`config.mk`:
```
export PLATFORM = sky130hd
export DESIGN_NAME = pong_gfx_top
export DESIGN_NICKNAME = d
export VERILOG_FILES = /design/src/hdl/pong_gfx_pkg.sv /design/src/hdl/pong_gfx_top.sv /design/src/hdl/pixel_mixer.sv /design/src/hdl/frame_score_sprite.sv /design/src/hdl/ball_sprite.sv /design/src/hdl/paddle_sprite.sv /design/src/hdl/raster_scan.sv /design/src/hdl/gfx_reg_file.sv
export VERILOG_INCLUDE_DIRS = /design/src /design/src/hdl
export SDC_FILE = /design/constraint.sdc
export NUM_CORES = 1
export LEC_CHECK = 0
export ABC_AREA = 1
export BUFFER_PORTS_ARGS = -buffer_cell sky130_fd_sc_hd__buf_2
export CAP_MARGIN = 10
export CORE_AREA = 4 4 193 195
export DETAILED_ROUTE_END_ITERATION = 10
export DIE_AREA = 0 0 197 199
export GPL_TIMING_DRIVEN = 0
export PLACE_DENSITY = 0.85
export SLEW_MARGIN = 20
export SYNTH_ARGS = -nofsm -noshare
export SYNTH_HDL_FRONTEND = slang
export SYNTH_SLANG_ARGS = --single-unit
export TNS_END_PERCENT = 50
```
`constraint.sdc`:
```
create_clock -name clk -period 2.7 [get_ports clk]
set_clock_uncertainty 0.05 [all_clocks]
set_input_delay 0.405 -clock clk [delete_from_list [all_inputs] [get_ports clk]]
set_output_delay 0.405 -clock clk [all_outputs]
set_load 0.02 [all_outputs]
```
`src/hdl/pong_gfx_defines.svh`:
```
`ifndef PONG_GFX_DEFINES_SVH
`define PONG_GFX_DEFINES_SVH

// Screen geometry
`define SCREEN_W 640
`define SCREEN_H 480
`define PIXEL_LAST 307199

// Object sizes
`define PADDLE_W 8
`define PADDLE_H 48
`define BALL_SIZE 16 // Side at depth 0
`define BORDER 4

// Score block rows
`define SCORE_BLOCK 8
`define SCORE_PITCH 12
`define SCORE_MAX 8
`define SCORE1_X0 16
`define SCORE2_X0 528
`define SCORE_Y0 8

// Colours as 24-bit RGB
`define COL_PADDLE1 24'h2080FF
`define COL_PADDLE2 24'hFF4020
`define COL_BALL 24'hFFFFFF
`define COL_FRAME 24'h808080
`define COL_SCORE 24'hFFD000
`define COL_BG 24'h000000

// Register values after reset
`define RST_PADDLE1_X 16'd320
`define RST_PADDLE1_Y 16'd200
`define RST_PADDLE2_X 16'd350
`define RST_PADDLE2_Y 16'd250
`define RST_BALL_X 16'd320
`define RST_BALL_Y 16'd240
`define RST_BALL_Z 16'd0
`define RST_SCORE 16'd0
`define RST_GAME_STATE 16'd0

`endif
```
`src/hdl/pong_gfx_pkg.sv`:
```
package pong_gfx_pkg;

	typedef struct packed {
		logic [7:0] r;
		logic [7:0] g;
		logic [7:0] b;
	} rgb_t;

	// Current scan position
	typedef struct packed {
		logic [15:0] x;
		logic [15:0] y;
	} pixel_pos_t;

	// Top-left corner of an object
	typedef struct packed {
		logic [15:0] x;
		logic [15:0] y;
	} obj_pos_t;

	typedef struct packed {
		obj_pos_t    paddle1;
		obj_pos_t    paddle2;
		obj_pos_t    ball;
		logic [15:0] ball_z;
		logic [15:0] score1;
		logic [15:0] score2;
		logic [15:0] game_state; // Bit 0 shows the ball
	} gfx_regs_t;

	// One pixel moving down the pipeline
	typedef struct packed {
		logic        valid;
		pixel_pos_t  pos;
		logic [18:0] addr;
	} pix_stage_t;

	typedef enum logic [3:0] {
		REG_PADDLE1_X  = 4'd0,
		REG_PADDLE1_Y  = 4'd1,
		REG_PADDLE2_X  = 4'd2,
		REG_PADDLE2_Y  = 4'd3,
		REG_BALL_X     = 4'd4,
		REG_BALL_Y     = 4'd5,
		REG_BALL_Z     = 4'd6,
		REG_SCORE1     = 4'd7,
		REG_SCORE2     = 4'd8,
		REG_GAME_STATE = 4'd9
	} reg_addr_e;

endpackage

```
`src/hdl/pong_gfx_top.sv`:
```
`timescale 1ns/1ps

module pong_gfx_top (
	input  logic                     clk,
	input  logic                     rst,
	input  logic                     cs,
	input  logic                     read,
	input  pong_gfx_pkg::reg_addr_e  addr,
	input  logic [15:0]              wr_data,
	output logic [15:0]              rd_data,
	input  logic                     VGA_ready,
	output pong_gfx_pkg::rgb_t       color,
	output logic [18:0]              pixel_address,
	output logic                     pixel_valid
);
	import pong_gfx_pkg::*;

	gfx_regs_t  shadow;
	pix_stage_t stage0;
	pix_stage_t stage1;
	logic       frame_end;
	logic       paddle1_hit;
	logic       paddle2_hit;
	logic       ball_hit;
	logic       fs_hit;
	rgb_t       fs_color;

	gfx_reg_file regs_i (
		.clk, .rst, .cs, .read, .addr, .wr_data,
		.frame_end, .rd_data, .shadow
	);

	raster_scan scan_i (.clk, .rst, .VGA_ready, .stage(stage0), .frame_end);

	paddle_sprite paddle1_i (.clk, .rst, .pos(stage0.pos), .loc(shadow.paddle1), .hit(paddle1_hit));
	paddle_sprite paddle2_i (.clk, .rst, .pos(stage0.pos), .loc(shadow.paddle2), .hit(paddle2_hit));

	ball_sprite ball_i (
		.clk, .rst, .pos(stage0.pos), .loc(shadow.ball),
		.depth(shadow.ball_z), .show(shadow.game_state[0]), .hit(ball_hit)
	);

	frame_score_sprite fs_i (
		.clk, .rst, .pos(stage0.pos), .score1(shadow.score1),
		.score2(shadow.score2), .hit(fs_hit), .color(fs_color)
	);

	// Stage 1 runs beside the renderer hit registers
	always_ff @(posedge clk) begin
		if (rst)
			stage1 <= '0;
		else
			stage1 <= stage0;
	end

	pixel_mixer mixer_i (
		.clk, .rst, .stage(stage1), .ball_hit, .paddle1_hit, .paddle2_hit,
		.fs_hit, .fs_color, .color, .pixel_address, .pixel_valid
	);

endmodule

```
`src/hdl/pixel_mixer.sv`:
```
`timescale 1ns/1ps
`include "pong_gfx_defines.svh"

module pixel_mixer (
	input  logic                      clk,
	input  logic                      rst,
	input  pong_gfx_pkg::pix_stage_t  stage,
	input  logic                      ball_hit,
	input  logic                      paddle1_hit,
	input  logic                      paddle2_hit,
	input  logic                      fs_hit,
	input  pong_gfx_pkg::rgb_t        fs_color,
	output pong_gfx_pkg::rgb_t        color,
	output logic [18:0]               pixel_address,
	output logic                      pixel_valid
);
	import pong_gfx_pkg::*;

	rgb_t mix;

	// Fixed priority, ball on top
	always_comb begin
		if (ball_hit)
			mix = `COL_BALL;
		else if (paddle1_hit)
			mix = `COL_PADDLE1;
		else if (paddle2_hit)
			mix = `COL_PADDLE2;
		else if (fs_hit)
			mix = fs_color;
		else
			mix = `COL_BG;
	end

	always_ff @(posedge clk) begin
		if (rst) begin
			pixel_valid   <= 1'b0;
			pixel_address <= 19'd0;
		end else begin
			pixel_valid   <= stage.valid;
			pixel_address <= stage.addr;
		end
	end

	always_ff @(posedge clk)
		color <= mix;

	a_addr_in_frame: assert property (@(posedge clk) disable iff (rst)
		pixel_valid |-> (pixel_address <= 19'(`PIXEL_LAST)))
		else $error("pixel_address beyond the last pixel");

endmodule

```
`src/hdl/frame_score_sprite.sv`:
```
`timescale 1ns/1ps
`include "pong_gfx_defines.svh"

module frame_score_sprite (
	input  logic                      clk,
	input  logic                      rst,
	input  pong_gfx_pkg::pixel_pos_t  pos,
	input  logic [15:0]               score1,
	input  logic [15:0]               score2,
	output logic                      hit,
	output pong_gfx_pkg::rgb_t        color
);
	import pong_gfx_pkg::*;

	logic [3:0] count1;
	logic [3:0] count2;
	logic       on_border;
	logic       in_row;
	logic       on_score;

	// True when x falls in one of the first count blocks of a row
	function automatic logic row_hit(input logic [15:0] x, input logic [15:0] x0,
			input logic [3:0] count);
		logic found;
		logic [15:0] bx;
		found = 1'b0;
		for (int k = 0; k < `SCORE_MAX; k++) begin
			bx = x0 + 16'(k * `SCORE_PITCH);
			if ((k < count) && (x >= bx) && (x < bx + 16'(`SCORE_BLOCK)))
				found = 1'b1;
		end
		return found;
	endfunction

	assign count1 = (score1 > 16'(`SCORE_MAX)) ? 4'(`SCORE_MAX) : score1[3:0];
	assign count2 = (score2 > 16'(`SCORE_MAX)) ? 4'(`SCORE_MAX) : score2[3:0];

	assign on_border = (pos.x < 16'(`BORDER)) || (pos.x >= 16'(`SCREEN_W - `BORDER)) ||
		(pos.y < 16'(`BORDER)) || (pos.y >= 16'(`SCREEN_H - `BORDER));

	assign in_row = (pos.y >= 16'(`SCORE_Y0)) &&
		(pos.y < 16'(`SCORE_Y0 + `SCORE_BLOCK));

	assign on_score = in_row && (row_hit(pos.x, 16'(`SCORE1_X0), count1) ||
		row_hit(pos.x, 16'(`SCORE2_X0), count2));

	always_ff @(posedge clk) begin
		if (rst) begin
			hit   <= 1'b0;
			color <= `COL_BG;
		end else begin
			hit <= on_border || on_score;
			if (on_border)
				color <= `COL_FRAME; // Border wins over score
			else if (on_score)
				color <= `COL_SCORE;
			else
				color <= `COL_BG;
		end
	end

endmodule

```
`src/hdl/ball_sprite.sv`:
```
`timescale 1ns/1ps
`include "pong_gfx_defines.svh"

module ball_sprite (
	input  logic                      clk,
	input  logic                      rst,
	input  pong_gfx_pkg::pixel_pos_t  pos,
	input  pong_gfx_pkg::obj_pos_t    loc,
	input  logic [15:0]               depth,
	input  logic                      show,
	output logic                      hit
);

	logic [1:0]  shift;
	logic [4:0]  side;
	logic [15:0] dx;
	logic [15:0] dy;
	logic        in_x;
	logic        in_y;

	// Farther ball is drawn smaller, depth saturates at 3
	assign shift = (depth > 16'd3) ? 2'd3 : depth[1:0];
	assign side  = 5'(`BALL_SIZE) >> shift; // 16, 8, 4 or 2

	assign dx = pos.x - loc.x;
	assign dy = pos.y - loc.y;

	assign in_x = (pos.x >= loc.x) && (dx < 16'(side));
	assign in_y = (pos.y >= loc.y) && (dy < 16'(side));

	always_ff @(posedge clk) begin
		if (rst)
			hit <= 1'b0;
		else
			hit <= show && in_x && in_y;
	end

endmodule

```
`src/hdl/paddle_sprite.sv`:
```
`timescale 1ns/1ps
`include "pong_gfx_defines.svh"

module paddle_sprite (
	input  logic                      clk,
	input  logic                      rst,
	input  pong_gfx_pkg::pixel_pos_t  pos,
	input  pong_gfx_pkg::obj_pos_t    loc,
	output logic                      hit
);

	logic [15:0] dx;
	logic [15:0] dy;
	logic        in_x;
	logic        in_y;

	// Offsets are only meaningful once pos is past the corner
	assign dx = pos.x - loc.x;
	assign dy = pos.y - loc.y;

	assign in_x = (pos.x >= loc.x) && (dx < 16'(`PADDLE_W));
	assign in_y = (pos.y >= loc.y) && (dy < 16'(`PADDLE_H));

	always_ff @(posedge clk) begin
		if (rst)
			hit <= 1'b0;
		else
			hit <= in_x && in_y;
	end

endmodule

```
`src/hdl/raster_scan.sv`:
```
`timescale 1ns/1ps
`include "pong_gfx_defines.svh"

module raster_scan (
	input  logic                      clk,
	input  logic                      rst,
	input  logic                      VGA_ready,
	output pong_gfx_pkg::pix_stage_t  stage,
	output logic                      frame_end
);

	logic [15:0] x;
	logic [15:0] y;
	logic [18:0] addr;

	assign stage.valid = VGA_ready;
	assign stage.pos.x = x;
	assign stage.pos.y = y;
	assign stage.addr  = addr;

	assign frame_end = VGA_ready && (addr == 19'(`PIXEL_LAST));

	always_ff @(posedge clk) begin
		if (rst) begin
			x    <= 16'd0;
			y    <= 16'd0;
			addr <= 19'd0;
		end else if (VGA_ready) begin
			if (x == 16'(`SCREEN_W - 1)) begin
				x <= 16'd0;
				// Row wrap, then frame wrap
				if (y == 16'(`SCREEN_H - 1))
					y <= 16'd0;
				else
					y <= y + 16'd1;
			end else begin
				x <= x + 16'd1;
			end
			addr <= frame_end ? 19'd0 : addr + 19'd1;
		end
	end

	a_pos_in_screen: assert property (@(posedge clk) disable iff (rst)
		(x < 16'(`SCREEN_W)) && (y < 16'(`SCREEN_H)))
		else $error("scan position left the screen");

endmodule

```
`src/hdl/gfx_reg_file.sv`:
```
`timescale 1ns/1ps
`include "pong_gfx_defines.svh"

module gfx_reg_file (
	input  logic                     clk,
	input  logic                     rst,
	input  logic                     cs,
	input  logic                     read,
	input  pong_gfx_pkg::reg_addr_e  addr,
	input  logic [15:0]              wr_data,
	input  logic                     frame_end,
	output logic [15:0]              rd_data,
	output pong_gfx_pkg::gfx_regs_t  shadow
);
	import pong_gfx_pkg::*;

	localparam gfx_regs_t REGS_RESET = '{
		paddle1:    '{x: `RST_PADDLE1_X, y: `RST_PADDLE1_Y},
		paddle2:    '{x: `RST_PADDLE2_X, y: `RST_PADDLE2_Y},
		ball:       '{x: `RST_BALL_X, y: `RST_BALL_Y},
		ball_z:     `RST_BALL_Z,
		score1:     `RST_SCORE,
		score2:     `RST_SCORE,
		game_state: `RST_GAME_STATE
	};

	gfx_regs_t   live;
	gfx_regs_t   live_next;
	logic [15:0] rd_word;

	// Write decode, unmapped addresses fall through
	always_comb begin
		live_next = live;
		if (cs && !read) begin
			case (addr)
				REG_PADDLE1_X:  live_next.paddle1.x = wr_data;
				REG_PADDLE1_Y:  live_next.paddle1.y = wr_data;
				REG_PADDLE2_X:  live_next.paddle2.x = wr_data;
				REG_PADDLE2_Y:  live_next.paddle2.y = wr_data;
				REG_BALL_X:     live_next.ball.x = wr_data;
				REG_BALL_Y:     live_next.ball.y = wr_data;
				REG_BALL_Z:     live_next.ball_z = wr_data;
				REG_SCORE1:     live_next.score1 = wr_data;
				REG_SCORE2:     live_next.score2 = wr_data;
				REG_GAME_STATE: live_next.game_state = wr_data;
				default: ;
			endcase
		end
	end

	always_comb begin
		case (addr)
			REG_PADDLE1_X:  rd_word = live.paddle1.x;
			REG_PADDLE1_Y:  rd_word = live.paddle1.y;
			REG_PADDLE2_X:  rd_word = live.paddle2.x;
			REG_PADDLE2_Y:  rd_word = live.paddle2.y;
			REG_BALL_X:     rd_word = live.ball.x;
			REG_BALL_Y:     rd_word = live.ball.y;
			REG_BALL_Z:     rd_word = live.ball_z;
			REG_SCORE1:     rd_word = live.score1;
			REG_SCORE2:     rd_word = live.score2;
			REG_GAME_STATE: rd_word = live.game_state;
			default:        rd_word = 16'd0;
		endcase
	end

	always_ff @(posedge clk) begin
		if (rst) begin
			live    <= REGS_RESET;
			shadow  <= REGS_RESET;
			rd_data <= 16'd0;
		end else begin
			live <= live_next;
			if (frame_end)
				shadow <= live_next; // Same-cycle write lands in the new frame
			if (cs && read)
				rd_data <= rd_word; // Holds between reads
		end
	end

	// Scene only moves at a frame boundary
	a_shadow_frozen: assert property (@(posedge clk) disable iff (rst)
		!frame_end |=> $stable(shadow))
		else $error("shadow registers changed outside frame_end");

endmodule

```
Word-level counts from Yosys, hierarchy flattened
Cells that the tools add are included.
{ "totals": {"register_bits": 464, "in_bits": 25, "out_inout_bits": 60, "elab_cells": 232} }
{ "classes": {"add_sub_neg": 9, "n_lt_le_gt_ge": 69, "n_eq_ne": 12, "shift": 1, "mux": 39, "n_reduce_logical": 58} }
{ "op_table": {"columns": ["operator", "count"], "rows": [
  ["$mux 16", 12],
  ["$mux 160", 1],
  ["$pmux 16 s10", 1],
  ["$ge 16x10->1 const B", 9],
  ["$lt 16x10->1 const B", 8],
  ["$mux 24", 5],
  ["$ge 16x16->1", 6],
  ["$sub 16x16->16", 6],
  ["$lt 16x6->1 const B", 5],
  ["$ge 16x7->1 const B", 4],
  ["$lt 16x7->1 const B", 4],
  ["$logic_and 1x1->1", 47],
  ["$add 16x1->16 const B", 2],
  ["$ge 16x5->1 const B", 2],
  ["$ge 16x6->1 const B", 2],
  ["$gt 16x4->1 const B", 2],
  ["$lt 16x3->1 const B", 2],
  ["$lt 16x4->1 const B", 2],
  ["$lt 16x5->1", 2],
  ["$lt 16x5->1 const B", 2],
  ["$lt 3x4->1 const A", 8],
  ["$add 19x1->19 const B", 1],
  ["$eq 19x19->1 const B", 1],
  ["$mux 19", 1],
  ["21 further kinds", 53]
]} }

Depth between registers and ports, before layout
{ "logic_depth": {"depth_word": 17, "depth_mapped": 18, "depth_no_buf": 18} }

By module
From an unflattened synthesis, not the netlist that was laid out.
{ "unflattened": {"cells_unflattened": 4703, "hier_area_um2": 28850.2} }
{ "modules_own_cells": {"columns": ["module", "instances", "cells_per_inst", "area_each_um2", "seq_area_each_um2"], "rows": [
  ["gfx_reg_file", 1, 2195, 14796.7, 6726.5],
  ["paddle_sprite", 2, 495, 2318.5, 20.0],
  ["raster_scan", 1, 462, 2932.8, 1021.0],
  ["ball_sprite", 1, 479, 2384.8, 20.0],
  ["pong_gfx_top", 1, 162, 1498.9, 1041.0],
  ["pixel_mixer", 1, 173, 1387.6, 880.8],
  ["frame_score_sprite", 1, 242, 1212.4, 60.1]
]} }

Least setup slack after synthesis
Ideal clock, no wire load.
{ "synth_path": {"path_kind": "flip-flop to flip-flop", "start": "register scan_i.x[0]", "end": "register ball_i.hit", "arrival_ns": 2.275, "setup_slack_ns": 0.297, "stages_incl_launch_ff": 16, "synth_period_minus_slack_ns": 2.403, "path_cell_list": "dfxtp_1 > inv_1 > ha_1 > fa_1 > inv_1 > nand3_1 > nand2_1 > xor2_1 > ha_1 > nor4_1 > nand4_1 > nor2_1 > nand3_1 > nor2_1 > nand4_1 > nor3_1"} }
{ "synth_between": {"elab_chain_len": 5} }
{ "synth_rtl": {"columns": ["element", "line_no", "source"], "rows": [
  ["start, declared", "raster_scan.sv:12", "logic [15:0] x;"],
  ["start signal, assigned", "raster_scan.sv:37", "x <= x + 16'd1;"],
  ["$sub 16x16->16", "ball_sprite.sv:25", "assign dx = pos.x - loc.x;"],
  ["$lt 16x5->1", "ball_sprite.sv:28", "assign in_x = (pos.x >= loc.x) && (dx < 16'(side));"],
  ["$logic_and 1x1->1 *", "ball_sprite.sv:28", null],
  ["$logic_and 1x1->1 * (2 in a row)", "ball_sprite.sv:35", "hit <= show && in_x && in_y;"],
  ["end signal, assigned", "ball_sprite.sv:35", null],
  ["end, declared", "ball_sprite.sv:11", "output logic hit"]
]} }
Mark *: on every way between the ends. The rest lies on a longest branch, timed or not.
A chain may end at the register's enable or synchronous reset.

Worst setup path in the final report
{ "layout_path": {"start": "input port rst", "end": "register stage1[18] in the netlist's numbering"} }
{ "layout_rtl": {"columns": ["element", "line_no", "source"], "rows": [
  ["start, declared", "pong_gfx_top.sv:5", "input logic rst,"],
  ["end signal, assigned", "pong_gfx_top.sv:53", "stage1 <= stage0;"],
  ["end, declared", "pong_gfx_top.sv:20", "pix_stage_t stage1;"]
]} }
No word-level cell between the ends.

==> run summary <==
Row count: 69
CP endpoint kind: register
Flop pwr share: 0.486
Worst hold stages: 3
Sw Ratio: 0.240
Internal: 9.96 mW
Hpwl dp: 59800 um
Syn_nets: 3280
Hold Buf Count CTS: 0
CTS tree: done
Fmax: 0.365 GHz
Wire length per cell: 21.0 um
Vias in the first global route: 21100
Iteration count of the initial detailed-routing pass: 7
Final slew viol count: 0
Failing checks: negative setup slack
Final hold violation count: 0
R2r endpoint: ball_i.hit
Share of cells above drive strength 1: 0.0768
Routability congestion estimate: 1.03
Port bufs: 67
Worst IR Drop VDD: 644 uV
P_leak: 11.9 nW
DR vias: 22500
Combinational Power Share: 0.048
Worst-Skew Late Latency: 580 ps
NetSw: 3.15 mW
Iter 0 DRT Violations: 2842
H-tree depth: 2
Via density: 5.98
Final worst setup slack: -39.1 ps
WP data required: 3060 ps
Die width: 197 um
Post-synthesis cell count: 3148
Largest net degree at the start of global routing: 15
Layout filler cell count: 3052
Initial antenna violation count: 1
Final Util: 0.694
Status: finished with violations
Seq/Total Area, Yosys: 0.387
Clock Pin Slew Worst Setup and Hold Paths: 60 ps
Cell area after synthesis: 22100 um^2
Core box area: 35400 um^2
First-pass GRT wire length: 118000 um
Start point of the worst min-delay path: VGA_ready
# IOs: 85
Overall Global Routing Usage: 0.392
Final nets: 3396
Critical path arrival: 3100 ps
Period utilisation layout: 1.01
Initial Util: 0.625
Synth warnings: 0
WHS Endpoint: scan_i.y[1]
Worst Hold Class: input port to register
Area grow syn2layout: 11.1%
Worst-path fanout max: 10
Setup violations, final: 2
Max-cap violation count: 0
Worst-Margin Slew: 1100 ps
# clock sinks: 427
Final ANT Viol Nets: 0
Register-to-Register Path Depth: 12
Avg Synthesized Cell Area: 7.02 um^2
Die H: 199 um
Grt ovf: 0
Root Driver: clkbuf_16
Post-placement cell area: 23000 um^2
DRT Wirelength: 78900 um
Number of flops mapped to enable cells by yosys: 0
Setup_tns: -49.5 ps
Worst R2R Setup Slack: 0 ps
Synthesized flop and latch total: 427
Clock power frac: 0.466
Design Area, Final: 24600 um^2
Worst relative slew slack: 0.265
CTS Buffer Depth: 3
Period minus WS final: 2740 ps
Synth async-reset ratio: 0
Synth cell types: 57
Non-filler instance count after layout: 3758
Setup CP Type: input port to register
Dpl cells: 3676
Primary FF master, synth: dfxtp_1
PD cells: 533 nW/um^2
DRC viols: 0
Worst setup SP type: input port
DIE AREA: 39200 um^2
Start of the worst register-to-register path: scan_i.y[2]
TritonCTS buffer count: 44
RSZ-0062 raised after global routing: true
Total power: 13.1 mW
-- cell families (layout without fill, tap and decap cells) --
kind of cell / Yosys count / in the layout / share of synthesized area
and+or+nand+nor: 1346 / 1346 / 0.257
buffers and inverters: 628 / 776 / 0.111
AOI/OAI and AO/OA: 578 / 578 / 0.158
DFF: 427 / 427 / 0.387
adders and majority gates: 107 / 107 / 0.0612
xor gates and xnor gates: 35 / 35 / 0.0139
muxes: 27 / 27 / 0.0122
other: 0 / 1 / 0
-- registers in the layout, summed over array words and instances (netlist names), 3 cells and up --
signal	cells
fs_i.color	3
mixer_i.color	9
mixer_i.pixel_address	19
regs_i.live	160
regs_i.rd_data	16
regs_i.shadow	145
scan_i.addr	19
scan_i.x	16
scan_i.y	16
stage1	20
-- metal layers --
metal / wire [um] / vias to the layer above / global-route usage
met5: 0 / - / 0
met2: 33800 / 1338 / 0.613
met4: 4570 / 0 / 0.193
met3: 9800 / 275 / 0.0915
met1: 30700 / 10400 / 0.512
li1: - / 10500 / -
-- layout by cell type (no fill, tap or decap), types with 15 or more instances in the layout --
cell type / count
nor2_1: 492
buf_4: 20
clkbuf_1: 90
mux2i_1: 27
a211oi_1: 59
xor2_1: 22
inv_1: 486
o21ai_0: 124
a221oi_1: 33
o2111ai_1: 15
nand4_1: 33
nand3_1: 159
a21oi_1: 231
dfxtp_1: 410
buf_2: 89
clkbuf_16: 46
o22ai_1: 35
nor3_1: 43
nand2_1: 556
o22a_1: 17
ha_1: 102
o211ai_1: 19
-- power groups by stage --
stage | Sequential [mW] | Combinational, mW | Clock [mW]
finish | 6.37 | 0.632 | 6.11
detailed placement | 6.51 | 0.591 | 0
floorplan | 6.51 | 0.341 | 0
global placement | 6.51 | 0.580 | 0
CTS | 6.37 | 0.599 | 6.07
global route | 6.37 | 0.658 | 6.34
-- cell usage after synthesis, types with 4 or more instances --
master | count | area (um^2)
o21bai_1 | 12 | 90.1
nand3b_1 | 7 | 52.6
a22oi_1 | 4 | 30.0
o21ai_0 | 124 | 621
clkbuf_1 | 78 | 293
nand2_1 | 558 | 2090
inv_1 | 489 | 1840
o211ai_1 | 19 | 143
buf_1 | 13 | 48.8
o22a_1 | 17 | 149
o2111ai_1 | 15 | 131
a221oi_1 | 33 | 289
nor4_1 | 9 | 56.3
nor2_4 | 6 | 67.6
buf_4 | 17 | 128
a21oi_1 | 232 | 1160
buf_2 | 22 | 110
xor2_1 | 22 | 193
o21a_1 | 5 | 37.5
inv_2 | 7 | 26.3
dfxtp_1 | 427 | 8550
nand3_1 | 160 | 801
nor3_1 | 44 | 220
o22ai_1 | 35 | 219
a21o_1 | 11 | 82.6
nand2_2 | 5 | 31.3
nor2_2 | 6 | 37.5
a211oi_1 | 59 | 443
mux2i_1 | 27 | 270
nor2_1 | 494 | 1850
xnor2_1 | 13 | 114
ha_1 | 105 | 1310
nand4_1 | 33 | 206
-- worst max path at each step --
stage | start | end | slack [ps] | cells after the start
global route | scan_i.y[0] | ball_i.hit | -90 | 14
CTS | scan_i.x[0] | ball_i.hit | -30 | 15
finish | rst | stage1[18] | -40 | 5
global placement | rst | stage1[18] | -620 | 5
floorplan | scan_i.x[0] | ball_i.hit | 300 | 15
detailed placement | rst | stage1[18] | -690 | 5
-- stage by stage --
stage	hold WS (ps)	worst slack, ps
floorplan	301	297
global placement	344	-624
detailed placement	345	-693
CTS	171	-32.6
global route	192	-91.8
finish	191	-39.1
-- critical path: stages --
cell      delay, ps
clkbuf_1        740
clkbuf_1        600
clkbuf_2        530
buf_1           650
nor2_1          160
-- final cells by class --
class	instances	area, um^2	area share
Multi-Input combinational cell	2093	11200	0.455
Sequential cell	427	8580	0.349
Inverter	498	1880	0.0764
Clock buffer	65	1280	0.0522
Buffer	130	581	0.0236
Tap cell	461	577	0.0235
Timing Repair Buffer	70	358	0.0146
Clock inverter	13	136	0.00555
Antenna cell	1	2.50	0.000102
-- what timing repair did --
item | CTS | global route
resized for setup | 19 | 27
buffers inserted | 2 | 1
endpoints found under the hold margin | 0 | 0
pin swaps | 3 | 4
endpoints found under the setup margin | 24 | 6
No activity file was read; power rests on OpenSTA's default activity.
